[src/common/ex_pkg.sv]
// Shared types and codes for the execute stage. 32-bit datapath only.
// Opcode values outside the listed codes are treated as undefined by the ALU.
`default_nettype none

package ex_pkg;

    ////////////////////////////////////////////////////////////////////////////
    // Datapath types
    ////////////////////////////////////////////////////////////////////////////
    typedef logic [31:0] word_t;     // Data or address word
    typedef logic [4:0]  reg_addr_t; // Register file index

    ////////////////////////////////////////////////////////////////////////////
    // ALU operation codes
    ////////////////////////////////////////////////////////////////////////////
    typedef logic [3:0] alu_op_t;

    localparam alu_op_t ALU_ADD  = 4'd0;  // Also used for load/store address
    localparam alu_op_t ALU_SUB  = 4'd1;
    localparam alu_op_t ALU_AND  = 4'd2;
    localparam alu_op_t ALU_OR   = 4'd3;
    localparam alu_op_t ALU_XOR  = 4'd4;
    localparam alu_op_t ALU_SLL  = 4'd5;
    localparam alu_op_t ALU_SRL  = 4'd6;
    localparam alu_op_t ALU_SRA  = 4'd7;
    localparam alu_op_t ALU_SLT  = 4'd8;  // Signed compare
    localparam alu_op_t ALU_SLTU = 4'd9;  // Unsigned compare

    ////////////////////////////////////////////////////////////////////////////
    // Branch compare codes
    ////////////////////////////////////////////////////////////////////////////
    // LT and GE take their signedness from the separate sign input
    typedef logic [1:0] cmp_op_t;

    localparam cmp_op_t CMP_EQ = 2'd0;
    localparam cmp_op_t CMP_NE = 2'd1;
    localparam cmp_op_t CMP_LT = 2'd2;
    localparam cmp_op_t CMP_GE = 2'd3;

    ////////////////////////////////////////////////////////////////////////////
    // Load/store access size
    ////////////////////////////////////////////////////////////////////////////
    typedef logic [1:0] lsu_size_t;

    localparam lsu_size_t LSU_BYTE = 2'd0;
    localparam lsu_size_t LSU_HALF = 2'd1;
    localparam lsu_size_t LSU_WORD = 2'd2;

    // Pc increments
    localparam int INSTR_STEP      = 4;  // Full 32-bit instruction
    localparam int COMPRESSED_STEP = 2;  // 16-bit compressed instruction

    // Shifts use only the low bits of the second operand
    localparam int SHAMT_WIDTH = 5;

endpackage : ex_pkg

`default_nettype wire

[src/hdl/branch_resolve.sv]
// Combinational branch/jump resolution against the fetch-time prediction.
// Redirect flags are suppressed while the instruction in EX is flushed.
`timescale 1ns/1ps
`default_nettype none

module branch_resolve import ex_pkg::*; (
    input  logic  flush,
    input  logic  branch,
    input  logic  jump,
    input  logic  compressed,      // 16-bit instruction
    input  logic  predict_taken,
    input  logic  compare_result,
    input  word_t pc,
    input  word_t src_a,           // Jump target from decode
    input  word_t src_c,           // Branch offset
    output logic  predict_fail,
    output logic  branch_taken,
    output word_t branch_target,
    output logic  jump_taken,
    output word_t jump_target,
    output word_t return_addr
);

    word_t pc_step;
    word_t pc_offset;
    logic  wrongly_taken;

    ////////////////////////////////////////////////////////////////////////////
    // Next-pc candidates
    ////////////////////////////////////////////////////////////////////////////
    assign pc_step   = compressed ? word_t'(COMPRESSED_STEP) : word_t'(INSTR_STEP);
    assign pc_offset = pc + src_c;

    assign return_addr = pc + pc_step;  // Link value for jumps

    ////////////////////////////////////////////////////////////////////////////
    // Conditional branches
    ////////////////////////////////////////////////////////////////////////////
    // Mismatch between the real outcome and the fetch prediction
    assign predict_fail = branch & (compare_result ^ predict_taken);

    assign branch_taken = predict_fail & branch & ~flush;

    // Predicted taken but falls through, so go back to the sequential pc
    assign wrongly_taken = predict_taken & ~compare_result;

    assign branch_target = wrongly_taken ? return_addr : pc_offset;

    ////////////////////////////////////////////////////////////////////////////
    // Jumps
    ////////////////////////////////////////////////////////////////////////////
    assign jump_taken  = jump & ~predict_taken & ~flush;  // Fetch did not follow it
    assign jump_target = src_a;

endmodule : branch_resolve

`default_nettype wire

[src/hdl/ex_alu.sv]
// Purely combinational ALU and branch comparator.
// Undefined alu_op codes give a zero result.
`timescale 1ns/1ps
`default_nettype none

module ex_alu import ex_pkg::*; (
    input  alu_op_t alu_op,
    input  cmp_op_t cmp_op,
    input  logic    sign,           // Signed compare for CMP_LT/CMP_GE
    input  word_t   src_a,
    input  word_t   src_b,
    output word_t   alu_result,
    output logic    compare_result
);

    logic [SHAMT_WIDTH-1:0] shamt;
    logic                   equal;
    logic                   lt_signed;
    logic                   lt_unsigned;
    logic                   less_than;
    word_t                  sum;
    word_t                  diff;

    ////////////////////////////////////////////////////////////////////////////
    // Shared arithmetic
    ////////////////////////////////////////////////////////////////////////////
    assign shamt       = src_b[SHAMT_WIDTH-1:0];
    assign sum         = src_a + src_b;
    assign diff        = src_a - src_b;
    assign equal       = (src_a == src_b);
    assign lt_signed   = ($signed(src_a) < $signed(src_b));
    assign lt_unsigned = (src_a < src_b);
    assign less_than   = sign ? lt_signed : lt_unsigned;

    ////////////////////////////////////////////////////////////////////////////
    // Result select
    ////////////////////////////////////////////////////////////////////////////
    always_comb begin
        case (alu_op)
            ALU_ADD:  alu_result = sum;
            ALU_SUB:  alu_result = diff;
            ALU_AND:  alu_result = src_a & src_b;
            ALU_OR:   alu_result = src_a | src_b;
            ALU_XOR:  alu_result = src_a ^ src_b;
            ALU_SLL:  alu_result = src_a << shamt;
            ALU_SRL:  alu_result = src_a >> shamt;
            ALU_SRA:  alu_result = word_t'($signed(src_a) >>> shamt);
            ALU_SLT:  alu_result = word_t'(lt_signed);
            ALU_SLTU: alu_result = word_t'(lt_unsigned);
            default:  alu_result = '0;
        endcase
    end

    // Branch condition, evaluated alongside the ALU
    always_comb begin
        case (cmp_op)
            CMP_EQ:  compare_result = equal;
            CMP_NE:  compare_result = ~equal;
            CMP_LT:  compare_result = less_than;
            CMP_GE:  compare_result = ~less_than;
            default: compare_result = 1'b0;
        endcase
    end

endmodule : ex_alu

`default_nettype wire

[src/hdl/ex_mem_reg.sv]
// EX/MEM boundary register. Captures only when ready_mem is high and the
// slot is neither stalled nor flushed; ready_mem low freezes every output.
`timescale 1ns/1ps
`default_nettype none

module ex_mem_reg import ex_pkg::*; (
    input  logic      clk,
    input  logic      reset_n,
    input  logic      stall,
    input  logic      flush,
    input  logic      ready_mem,
    input  word_t     pc,
    input  logic      rd_wr_en,
    input  reg_addr_t rd_wr_addr,
    input  word_t     wb_data,
    input  logic      lsu_en,
    input  logic      lsu_store,
    input  lsu_size_t lsu_size,
    input  word_t     lsu_addr,
    output word_t     pc_mem,
    output logic      rd_wr_en_mem,
    output reg_addr_t rd_wr_addr_mem,
    output word_t     rd_wr_data_mem,
    output logic      lsu_en_mem,
    output logic      lsu_store_mem,
    output lsu_size_t lsu_size_mem,
    output word_t     lsu_addr_mem,
    output word_t     lsu_wdata_mem
);

    logic bubble;
    logic capture;

    assign bubble  = stall | flush;
    assign capture = ready_mem & ~bubble;

    ////////////////////////////////////////////////////////////////////////////
    // Write-back and load/store fields
    ////////////////////////////////////////////////////////////////////////////
    always_ff @(posedge clk or negedge reset_n) begin
        if (!reset_n) begin
            rd_wr_en_mem   <= 1'b0;
            rd_wr_addr_mem <= '0;
            rd_wr_data_mem <= '0;
            lsu_en_mem     <= 1'b0;
            lsu_store_mem  <= 1'b0;
            lsu_size_mem   <= LSU_BYTE;
            lsu_addr_mem   <= '0;
        end else if (ready_mem) begin   // ready_mem low holds everything
            if (bubble) begin
                rd_wr_en_mem   <= 1'b0;
                rd_wr_addr_mem <= '0;
                rd_wr_data_mem <= '0;
                lsu_en_mem     <= 1'b0;
                lsu_store_mem  <= 1'b0;
                lsu_size_mem   <= LSU_BYTE;
                lsu_addr_mem   <= '0;
            end else begin
                rd_wr_en_mem   <= rd_wr_en;
                rd_wr_addr_mem <= rd_wr_addr;
                rd_wr_data_mem <= wb_data;
                lsu_en_mem     <= lsu_en;
                lsu_store_mem  <= lsu_store;
                lsu_size_mem   <= lsu_size;
                lsu_addr_mem   <= lsu_addr;
            end
        end
    end

    // Pc keeps its last value through bubbles
    always_ff @(posedge clk or negedge reset_n) begin
        if (!reset_n) begin
            pc_mem <= '0;
        end else if (capture) begin
            pc_mem <= pc;
        end
    end

    assign lsu_wdata_mem = rd_wr_data_mem;  // Store data shares the result register

endmodule : ex_mem_reg

`default_nettype wire

[src/hdl/ex_stage.sv]
// Execute stage top. Redirect outputs are combinational from the *_ex inputs;
// MEM outputs appear one edge after an edge with ready_ex high.
`timescale 1ns/1ps
`default_nettype none

module ex_stage import ex_pkg::*; (
    input  logic      clk,
    input  logic      reset_n,
    // Pipeline control
    input  logic      stall,
    input  logic      flush,
    input  logic      ready_mem,
    output logic      ready_ex,
    // Instruction from decode
    input  word_t     pc_ex,
    input  word_t     src_a_ex,
    input  word_t     src_b_ex,
    input  word_t     src_c_ex,
    input  alu_op_t   alu_op_ex,
    input  cmp_op_t   cmp_op_ex,
    input  logic      sign_ex,
    input  logic      branch_ex,
    input  logic      jump_ex,
    input  logic      compressed_ex,
    input  logic      predict_taken_ex,
    input  logic      rd_wr_en_ex,
    input  reg_addr_t rd_wr_addr_ex,
    input  logic      lsu_en_ex,
    input  logic      lsu_store_ex,
    input  lsu_size_t lsu_size_ex,
    // Redirect to fetch
    output logic      predict_fail,
    output logic      branch_taken,
    output word_t     branch_target,
    output logic      jump_taken,
    output word_t     jump_target,
    // Memory stage
    output word_t     pc_mem,
    output logic      rd_wr_en_mem,
    output reg_addr_t rd_wr_addr_mem,
    output word_t     rd_wr_data_mem,
    output logic      lsu_en_mem,
    output logic      lsu_store_mem,
    output lsu_size_t lsu_size_mem,
    output word_t     lsu_addr_mem,
    output word_t     lsu_wdata_mem
);

    word_t alu_result;
    word_t return_addr;
    word_t wb_data;
    logic  compare_result;

    assign ready_ex = ~stall & ready_mem;

    // Jump link, then store data, then the ALU result
    assign wb_data = jump_ex   ? return_addr :
                     lsu_en_ex ? src_c_ex    :
                                 alu_result;

    ////////////////////////////////////////////////////////////////////////////
    // Datapath blocks
    ////////////////////////////////////////////////////////////////////////////
    ex_alu u_alu (
        .alu_op         (alu_op_ex),
        .cmp_op         (cmp_op_ex),
        .sign           (sign_ex),
        .src_a          (src_a_ex),
        .src_b          (src_b_ex),
        .alu_result     (alu_result),
        .compare_result (compare_result)
    );

    branch_resolve u_branch (
        .flush          (flush),
        .branch         (branch_ex),
        .jump           (jump_ex),
        .compressed     (compressed_ex),
        .predict_taken  (predict_taken_ex),
        .compare_result (compare_result),
        .pc             (pc_ex),
        .src_a          (src_a_ex),
        .src_c          (src_c_ex),
        .predict_fail   (predict_fail),
        .branch_taken   (branch_taken),
        .branch_target  (branch_target),
        .jump_taken     (jump_taken),
        .jump_target    (jump_target),
        .return_addr    (return_addr)
    );

    ex_mem_reg u_ex_mem (
        .clk            (clk),
        .reset_n        (reset_n),
        .stall          (stall),
        .flush          (flush),
        .ready_mem      (ready_mem),
        .pc             (pc_ex),
        .rd_wr_en       (rd_wr_en_ex),
        .rd_wr_addr     (rd_wr_addr_ex),
        .wb_data        (wb_data),
        .lsu_en         (lsu_en_ex),
        .lsu_store      (lsu_store_ex),
        .lsu_size       (lsu_size_ex),
        .lsu_addr       (alu_result),      // Address is src_a + src_b
        .pc_mem         (pc_mem),
        .rd_wr_en_mem   (rd_wr_en_mem),
        .rd_wr_addr_mem (rd_wr_addr_mem),
        .rd_wr_data_mem (rd_wr_data_mem),
        .lsu_en_mem     (lsu_en_mem),
        .lsu_store_mem  (lsu_store_mem),
        .lsu_size_mem   (lsu_size_mem),
        .lsu_addr_mem   (lsu_addr_mem),
        .lsu_wdata_mem  (lsu_wdata_mem)
    );

endmodule : ex_stage

`default_nettype wire

[config.mk]
export PLATFORM = sky130hd
export DESIGN_NAME = ex_stage
export DESIGN_NICKNAME = d
export VERILOG_FILES = /design/src/common/ex_pkg.sv /design/src/hdl/branch_resolve.sv /design/src/hdl/ex_alu.sv /design/src/hdl/ex_mem_reg.sv /design/src/hdl/ex_stage.sv
export SDC_FILE = /design/constraint.sdc
export NUM_CORES = 1
export LEC_CHECK = 0
export BUFFER_PORTS_ARGS = -buffer_cell sky130_fd_sc_hd__buf_2
export CORE_ASPECT_RATIO = 1.5
export CORE_UTILIZATION = 51
export DETAILED_ROUTE_END_ITERATION = 10
export PLACE_DENSITY = 0.83
export SYNTH_ARGS = -nofsm -noshare
export SYNTH_HDL_FRONTEND = slang
export SYNTH_SLANG_ARGS = --single-unit
export TNS_END_PERCENT = 1
[constraint.sdc]
create_clock -name clk -period 6.41 [get_ports clk]
set_input_delay 1.282 -clock clk [delete_from_list [all_inputs] [get_ports clk]]
set_output_delay 1.282 -clock clk [all_outputs]
set_load 0.02 [all_outputs]
* Yosys cells after proc, flatten, opt, wreduce, memory -nomap -nowiden
Index checks and enable logic that the tools add are counted.
** Word-level totals
- Bits of input ports :: 154
- Bits in registers :: 106
- Output and inout port bits :: 206
- Word-level logic and storage cells :: 66
** Cells by class
- Add/sub/neg operators :: 4
- Mux-type cells :: 14
- Magnitude comparators :: 2
- Bitwise operators :: 20
- Shifts and indexed selects :: 3
- Reductions and logical operators :: 2
- Eq/ne operators :: 13
** Operator list (count)
- case mux 32 bit (10 select lines) :: 1
- two-way mux 32 bit :: 5
- adder 32 bit :: 3
- less-than comparator 32 bit :: 2
- bitwise AND 32 bit :: 1
- equality test 32 bit :: 1
- OR 32 bit :: 1
- << shifter 32 x 5 -> 32 bit :: 1
- right shift 32 x 5 -> 32 bit :: 1
- >>> shifter 32 x 5 -> 32 bit :: 1
- subtractor 32 bit :: 1
- bitwise XOR 32 bit :: 1
- equality test 4 x 3 -> 1 bit, second input constant :: 4
- bitwise AND 1 bit :: 8
- equality test 4 x 2 -> 1 bit, second input constant :: 2
- equality test 4 bit, second input constant :: 2
- NOT 1 bit :: 7
- two-way mux 5 bit :: 1
- equality test 2 bit, second input constant :: 2
- equality test 4 x 1 -> 1 bit, second input constant :: 1
- logical NOT 4 bit :: 1
- two-way mux 1 bit :: 4
- case mux 1 bit (4 select lines) :: 1
- two-way mux 3 bit :: 1
- 5 further kinds :: 5

* Depth between registers and ports, before layout
- Word-level depth :: 8
- Mapped depth :: 20
- Depth with buffers taken out :: 17

* By module
Synthesis repeated with hierarchy kept, for this count alone.
** Unflattened totals
- Cell total of the unflattened synthesis :: 2266
- Area, all modules :: 17007.6 um^2
** Modules (own cells, without submodules)
- ex_alu :: area an instance 8857.2 um^2, sequential area each 0.0 um^2, cells an instance 1291, times used 1
- ex_mem_reg :: area an instance 4405.5 um^2, sequential area each 2652.5 um^2, cells an instance 421, times used 1
- branch_resolve :: area an instance 3024.2 um^2, sequential area each 0.0 um^2, cells an instance 446, times used 1
- ex_stage :: area an instance 720.7 um^2, sequential area each 0.0 um^2, cells an instance 108, times used 1

* Worst setup path before layout
Ideal clock, no wire load.
- Kind :: in2out
- Start :: in src_b_ex[3]
- End :: out branch_target[13]
- Data required time :: 5.128 ns
- Arrival time :: 5.445 ns
- Buffers on the path :: 7
- Setup slack :: -0.317 ns
- Stages on the path :: 20
- Cell sequence :: inv_1 > buf_1 > clkbuf_1 > buf_1 > ha_1 > buf_2 > a221oi_1 > o31a_2 > nor4_2 > nor3_4 > nor2_1 > o221ai_1 > nand2_1 > a21oi_1 > xor2_1 > ha_1 > clkbuf_1 > clkbuf_1 > clkbuf_1 > a21oi_1
** Between the ends
- Longest elaborated chain between the ends :: 7
- Elaborated cells between the ends (all ways) :: 10
- Classes of those cells :: order compare (2); eq/ne (1); mux (3); bitwise (4)
** Ends and longest elaborated chain
- start, declared :: RTL line ex_stage.sv:17 : input word_t src_b_ex,
- less-than comparator 32 bit, on equally long branches :: RTL line ex_alu.sv:32, ex_alu.sv:31
- two-way mux 1 bit :: RTL line ex_alu.sv:33 : assign less_than = sign ? lt_signed : lt_unsigned;
- NOT 1 bit :: RTL line ex_alu.sv:60 : CMP_GE: compare_result = ~less_than;
- case mux 1 bit (4 select lines) * :: RTL line ex_alu.sv:56 : case (cmp_op)
- NOT 1 bit * :: RTL line branch_resolve.sv:45 : assign wrongly_taken = predict_taken & ~compare_result;
- bitwise AND 1 bit * :: RTL line branch_resolve.sv:45
- two-way mux 32 bit * :: RTL line branch_resolve.sv:47 : assign branch_target = wrongly_taken ? return_addr : pc_offset;
- end, declared :: RTL line ex_stage.sv:34 : output word_t branch_target,
Every way passes the cells marked *; elsewhere a longest branch is shown, timed or not.

* Worst setup path after layout
- Start :: in src_a_ex[6]
- End :: out branch_target[0]
** Between the ends
- Longest elaborated chain between the ends :: 7
- Elaborated cells between the ends (all ways) :: 10
- Classes of those cells :: order compare (2); eq/ne (1); mux (3); bitwise (4)
** Ends and longest elaborated chain
- start, declared :: RTL line ex_stage.sv:16 : input word_t src_a_ex,
- less-than comparator 32 bit, on equally long branches :: RTL line ex_alu.sv:32, ex_alu.sv:31
- two-way mux 1 bit :: RTL line ex_alu.sv:33
- NOT 1 bit :: RTL line ex_alu.sv:60
- case mux 1 bit (4 select lines) * :: RTL line ex_alu.sv:56
- NOT 1 bit * :: RTL line branch_resolve.sv:45
- bitwise AND 1 bit * :: RTL line branch_resolve.sv:45
- two-way mux 32 bit * :: RTL line branch_resolve.sv:47
Marked as above.

==> impl_metrics.env <==
export IMPL_status="completed"
export IMPL_synth_nets=2419
export IMPL_drt_iter0_markers=1701
export IMPL_fillerInstances=2929
export IMPL_synth_area_leaders="dfrtp_1 (17%), ha_1 (11%), nand2_1 (6.4%)"
export IMPL_fin_skew_ns=0
export IMPL_clkTransAtPathRegs_ns=0.07
export IMPL_start_util_pct=52.0
export IMPL_holdWs_ns=0.470
export IMPL_fin_util_pct=59.4
export IMPL_globalRouteMet3Util_pct=6.31
export IMPL_clock_fmax_mhz=158
export IMPL_cp_cell_sequence="buf_2 -> inv_1 -> ha_1 -> or3_4 -> a2111oi_4 -> o31a_2 -> nor4_4 -> nor3_4 -> nor2_1 -> o221ai_1 -> nand2_1 -> a21oi_1 -> xor2_1 -> ha_2 -> buf_4 -> buf_12 -> mux2_2 -> buf_2"
export IMPL_fin_ws_ns=0.0957
export IMPL_wl_per_cell_um=26.5
export IMPL_vias_per_cell=6.68
export IMPL_slew_viol_final=0
export IMPL_leakagePower_nw=8.76
export IMPL_placed_area_sq_um=17600
export IMPL_tightest_slew_ns=1.32
export IMPL_synth_largest_area_cell="dfrtp_1"
export IMPL_synth_edf_count=0
export IMPL_grt_ovfl_total=0
export IMPL_ctsLongestPathBuffers=2
export IMPL_cts_max_level=3
export IMPL_pwr_share_seq_pct=25.5
export IMPL_cts_root_buf="clkbuf_16"
export IMPL_nets=2667
export IMPL_postRouteWirelength_mm=73.8
export IMPL_hold_violations=0
export IMPL_syn_area_sq_um=15800
export IMPL_cts_sinks=106
export IMPL_critical_path_max_stage_delay_ns=0.44
export IMPL_powerDensity_nw_per_um2=168
export IMPL_synth_seq_cells=106
export IMPL_peakVddDrop_mv=0.138
export IMPL_place_congestion=1.14
export IMPL_netlist_instances=2127
export IMPL_dp_hpwl_mm=58.7
export IMPL_place_ws_ns=0.175
export IMPL_cp_start_kind="input port"
export IMPL_synthFlopType="dfrtp_1"
export IMPL_power_share_clock_pct=19.4
export IMPL_place_port_buffers=359
export IMPL_cp_common_cell="buf_2"
export IMPL_critPathKind="in2out"
export IMPL_tritoncts="done"
export IMPL_rows=78
export IMPL_fin_crit_sh_pct=98.5
export IMPL_busiest_layer="met2"
export IMPL_yosysUniqueCellTypes=93
export IMPL_critPathMaxFanout=12
export IMPL_fin_crit_ns=6.31
export IMPL_firstDrtPassIters=8
export IMPL_end_kind="primary output"
export IMPL_grt_max_degree=77
export IMPL_dieArea_sq_um=31600
export IMPL_avgSynthCellArea_sq_um=7.41
export IMPL_cts_buffers=9
export IMPL_die_width_um=146
export IMPL_vias=18600
export IMPL_syn_to_final_growth_pct=14.3
export IMPL_p_comb_share_pct=55.0
export IMPL_grt_pass1_vias=17600
export IMPL_grt_use_met1_pct=49.5
export IMPL_dieHeight_um=217
export IMPL_drc=0
export IMPL_max_slew_margin_pct=12.2
export IMPL_grtUsageMet2_pct=77.9
export IMPL_grt_pass1_wl_mm=108
export IMPL_critPathRequiredTime_ns=5.13
export IMPL_async_flop_share_pct=100
export IMPL_clock_latency_ns=0.37
export IMPL_drtAntennaViolNets=0
export IMPL_ys_seq_area_share_pct=16.8
export IMPL_cp_num_buf_inv=5
export IMPL_hold_path_class="reg2reg"
export IMPL_crit_slowest_cell="or3_4"
export IMPL_drv_cap=0
export IMPL_grt_usage_pct=45.2
export IMPL_final_area_sq_um=18000
export IMPL_final_layout_size_suffix_gt1_share_pct=22.8
export IMPL_p_int_mw=1.61
export IMPL_io_pins=360
export IMPL_antenna_found_initial=5
export IMPL_synth_top_cell_area_share_pct=16.8
export IMPL_yosysWarnings=0
export IMPL_finalSetupViolations=0
export IMPL_sw_frac_of_total_pct=47.0
export IMPL_arrival_ns=5.03
export IMPL_core_area_sq_um=30400
export IMPL_p_switching_mw=1.42
export IMPL_cp_top_family="compound AO/OA/AOI/OAI gates"
==> per-stage QoR <==
stage                     total power [mW]  TNS, ns  instances
final                                 3.03        0       2784
after global routing                  3.16  -0.0239       2784
after CTS                             2.97        0       2776
after detailed placement              2.39        0       2760
after global placement                2.37        0       2760
after floorplan                       1.80        0       2127
==> per-layer routing <==
layer | wire length (um) | up-vias
li1 | - | 8204
met5 | 0 | -
met1 | 25200 | 8821
met3 | 6210 | 324
met2 | 35400 | 1242
met4 | 6950 | 0
==> synthesized netlist by cell type (all sizes together) (34+ instances only) <==
cell type / instances
buf: 110
a21oi: 188
dfrtp: 106
xnor2: 34
o21ai: 127
clkbuf: 93
nand2: 269
nor2: 203
a21o: 36
mux2i: 76
nor3: 38
o211ai: 35
nand3: 38
o221ai: 34
ha: 134
inv: 114
==> cell type report <==
cell class,instances,area [sq um],share of cell area (%)
flip-flops and latches,106,2650,14.7
clock buffers,9,225,1.25
inverters,115,432,2.40
well taps,400,500,2.78
clock inverters,7,81.3,0.451
diodes,4,10.0,0.0556
repair buffers,440,2450,13.6
multi-input cells,1703,11700,64.7
==> final timing paths <==
path	startpoint	end	cells past startpoint	slack, ns
setup / recovery	src_a_ex[6]	branch_target[0]	18	0.1
hold / removal	u_ex_mem.pc_mem[8]	u_ex_mem.pc_mem[8]	2	0.47
setup reg to reg	u_ex_mem.lsu_wdata_mem[19]	u_ex_mem.lsu_wdata_mem[19]	2	5.29
hold reg to reg	u_ex_mem.pc_mem[8]	u_ex_mem.pc_mem[8]	2	0.47
max in group asynchronous	reset_n	u_ex_mem.lsu_wdata_mem[5]	2	4.26
min in group asynchronous	reset_n	u_ex_mem.pc_mem[21]	1	0.90
==> sequential cells by signal, indices dropped and copies added (netlist names) <==
register and cells:
u_ex_mem.rd_wr_addr_mem 5, u_ex_mem.rd_wr_en_mem 1, u_ex_mem.lsu_addr_mem 32, u_ex_mem.lsu_en_mem 1, u_ex_mem.lsu_store_mem 1, u_ex_mem.pc_mem 32
u_ex_mem.lsu_size_mem 2, u_ex_mem.lsu_wdata_mem 32
==> power by group through the flow <==
stage	Combinational (mW)	Clock, mW	Sequential [mW]
after CTS	1.61	0.591	0.773
after detailed placement	1.60	0	0.785
final	1.67	0.589	0.774
after floorplan	0.944	0	0.858
after global placement	1.59	0	0.783
after global routing	1.76	0.618	0.779
==> worst reg2reg max path, stage by stage, from the launching register on <==
cell and delay (ns):
dfrtp_1 0.42, a222oi_1 0.42, o21ai_0 0.14
==> repair_timing <==
action,4_1_cts,5_1_grt
endpoints found under the setup margin,0,24
setup buffers,0,3
hold buffers,0,0
resized for setup,0,3
==> cells in the final DEF (no fill, tap or decap), types with 10 or more instances in the layout <==
| cell | n |
|---|---|
| buf_2 | 357 |
| nand2_1 | 269 |
| nor2_1 | 203 |
| a21oi_1 | 185 |
| ha_1 | 133 |
| o21ai_0 | 118 |
| inv_1 | 111 |
| dfrtp_1 | 106 |
| buf_4 | 80 |
| mux2i_1 | 76 |
| nand3_1 | 38 |
| a21o_1 | 36 |
| nor3_1 | 35 |
| o211ai_1 | 35 |
| xnor2_1 | 34 |
| o221ai_1 | 33 |
| xor2_1 | 32 |
| mux2_2 | 32 |
| a211oi_1 | 29 |
| o2bb2ai_1 | 23 |
| a22oi_1 | 22 |
| a22o_1 | 22 |
| nor2b_1 | 18 |
| a221oi_1 | 18 |
| nand2b_1 | 17 |
| o21bai_1 | 17 |
| and3_1 | 17 |
| nand4_1 | 16 |
| a221o_1 | 16 |
| mux4_2 | 16 |
| a31oi_1 | 13 |
| or3_1 | 12 |
| and2_1 | 12 |
| o22ai_1 | 12 |
| a211o_1 | 12 |
| o2111ai_1 | 10 |
| clkbuf_16 | 10 |
==> kinds of logic after synthesis <==
logic type / synth area share (%)
compound gates: 30.2
xor+xnor: 3.67
fa+ha+maj: 11.1
buf+inv: 9.50
flops: 16.8
mux: 9.47
simple gates: 19.2
(Power assumes the default switching activity.)
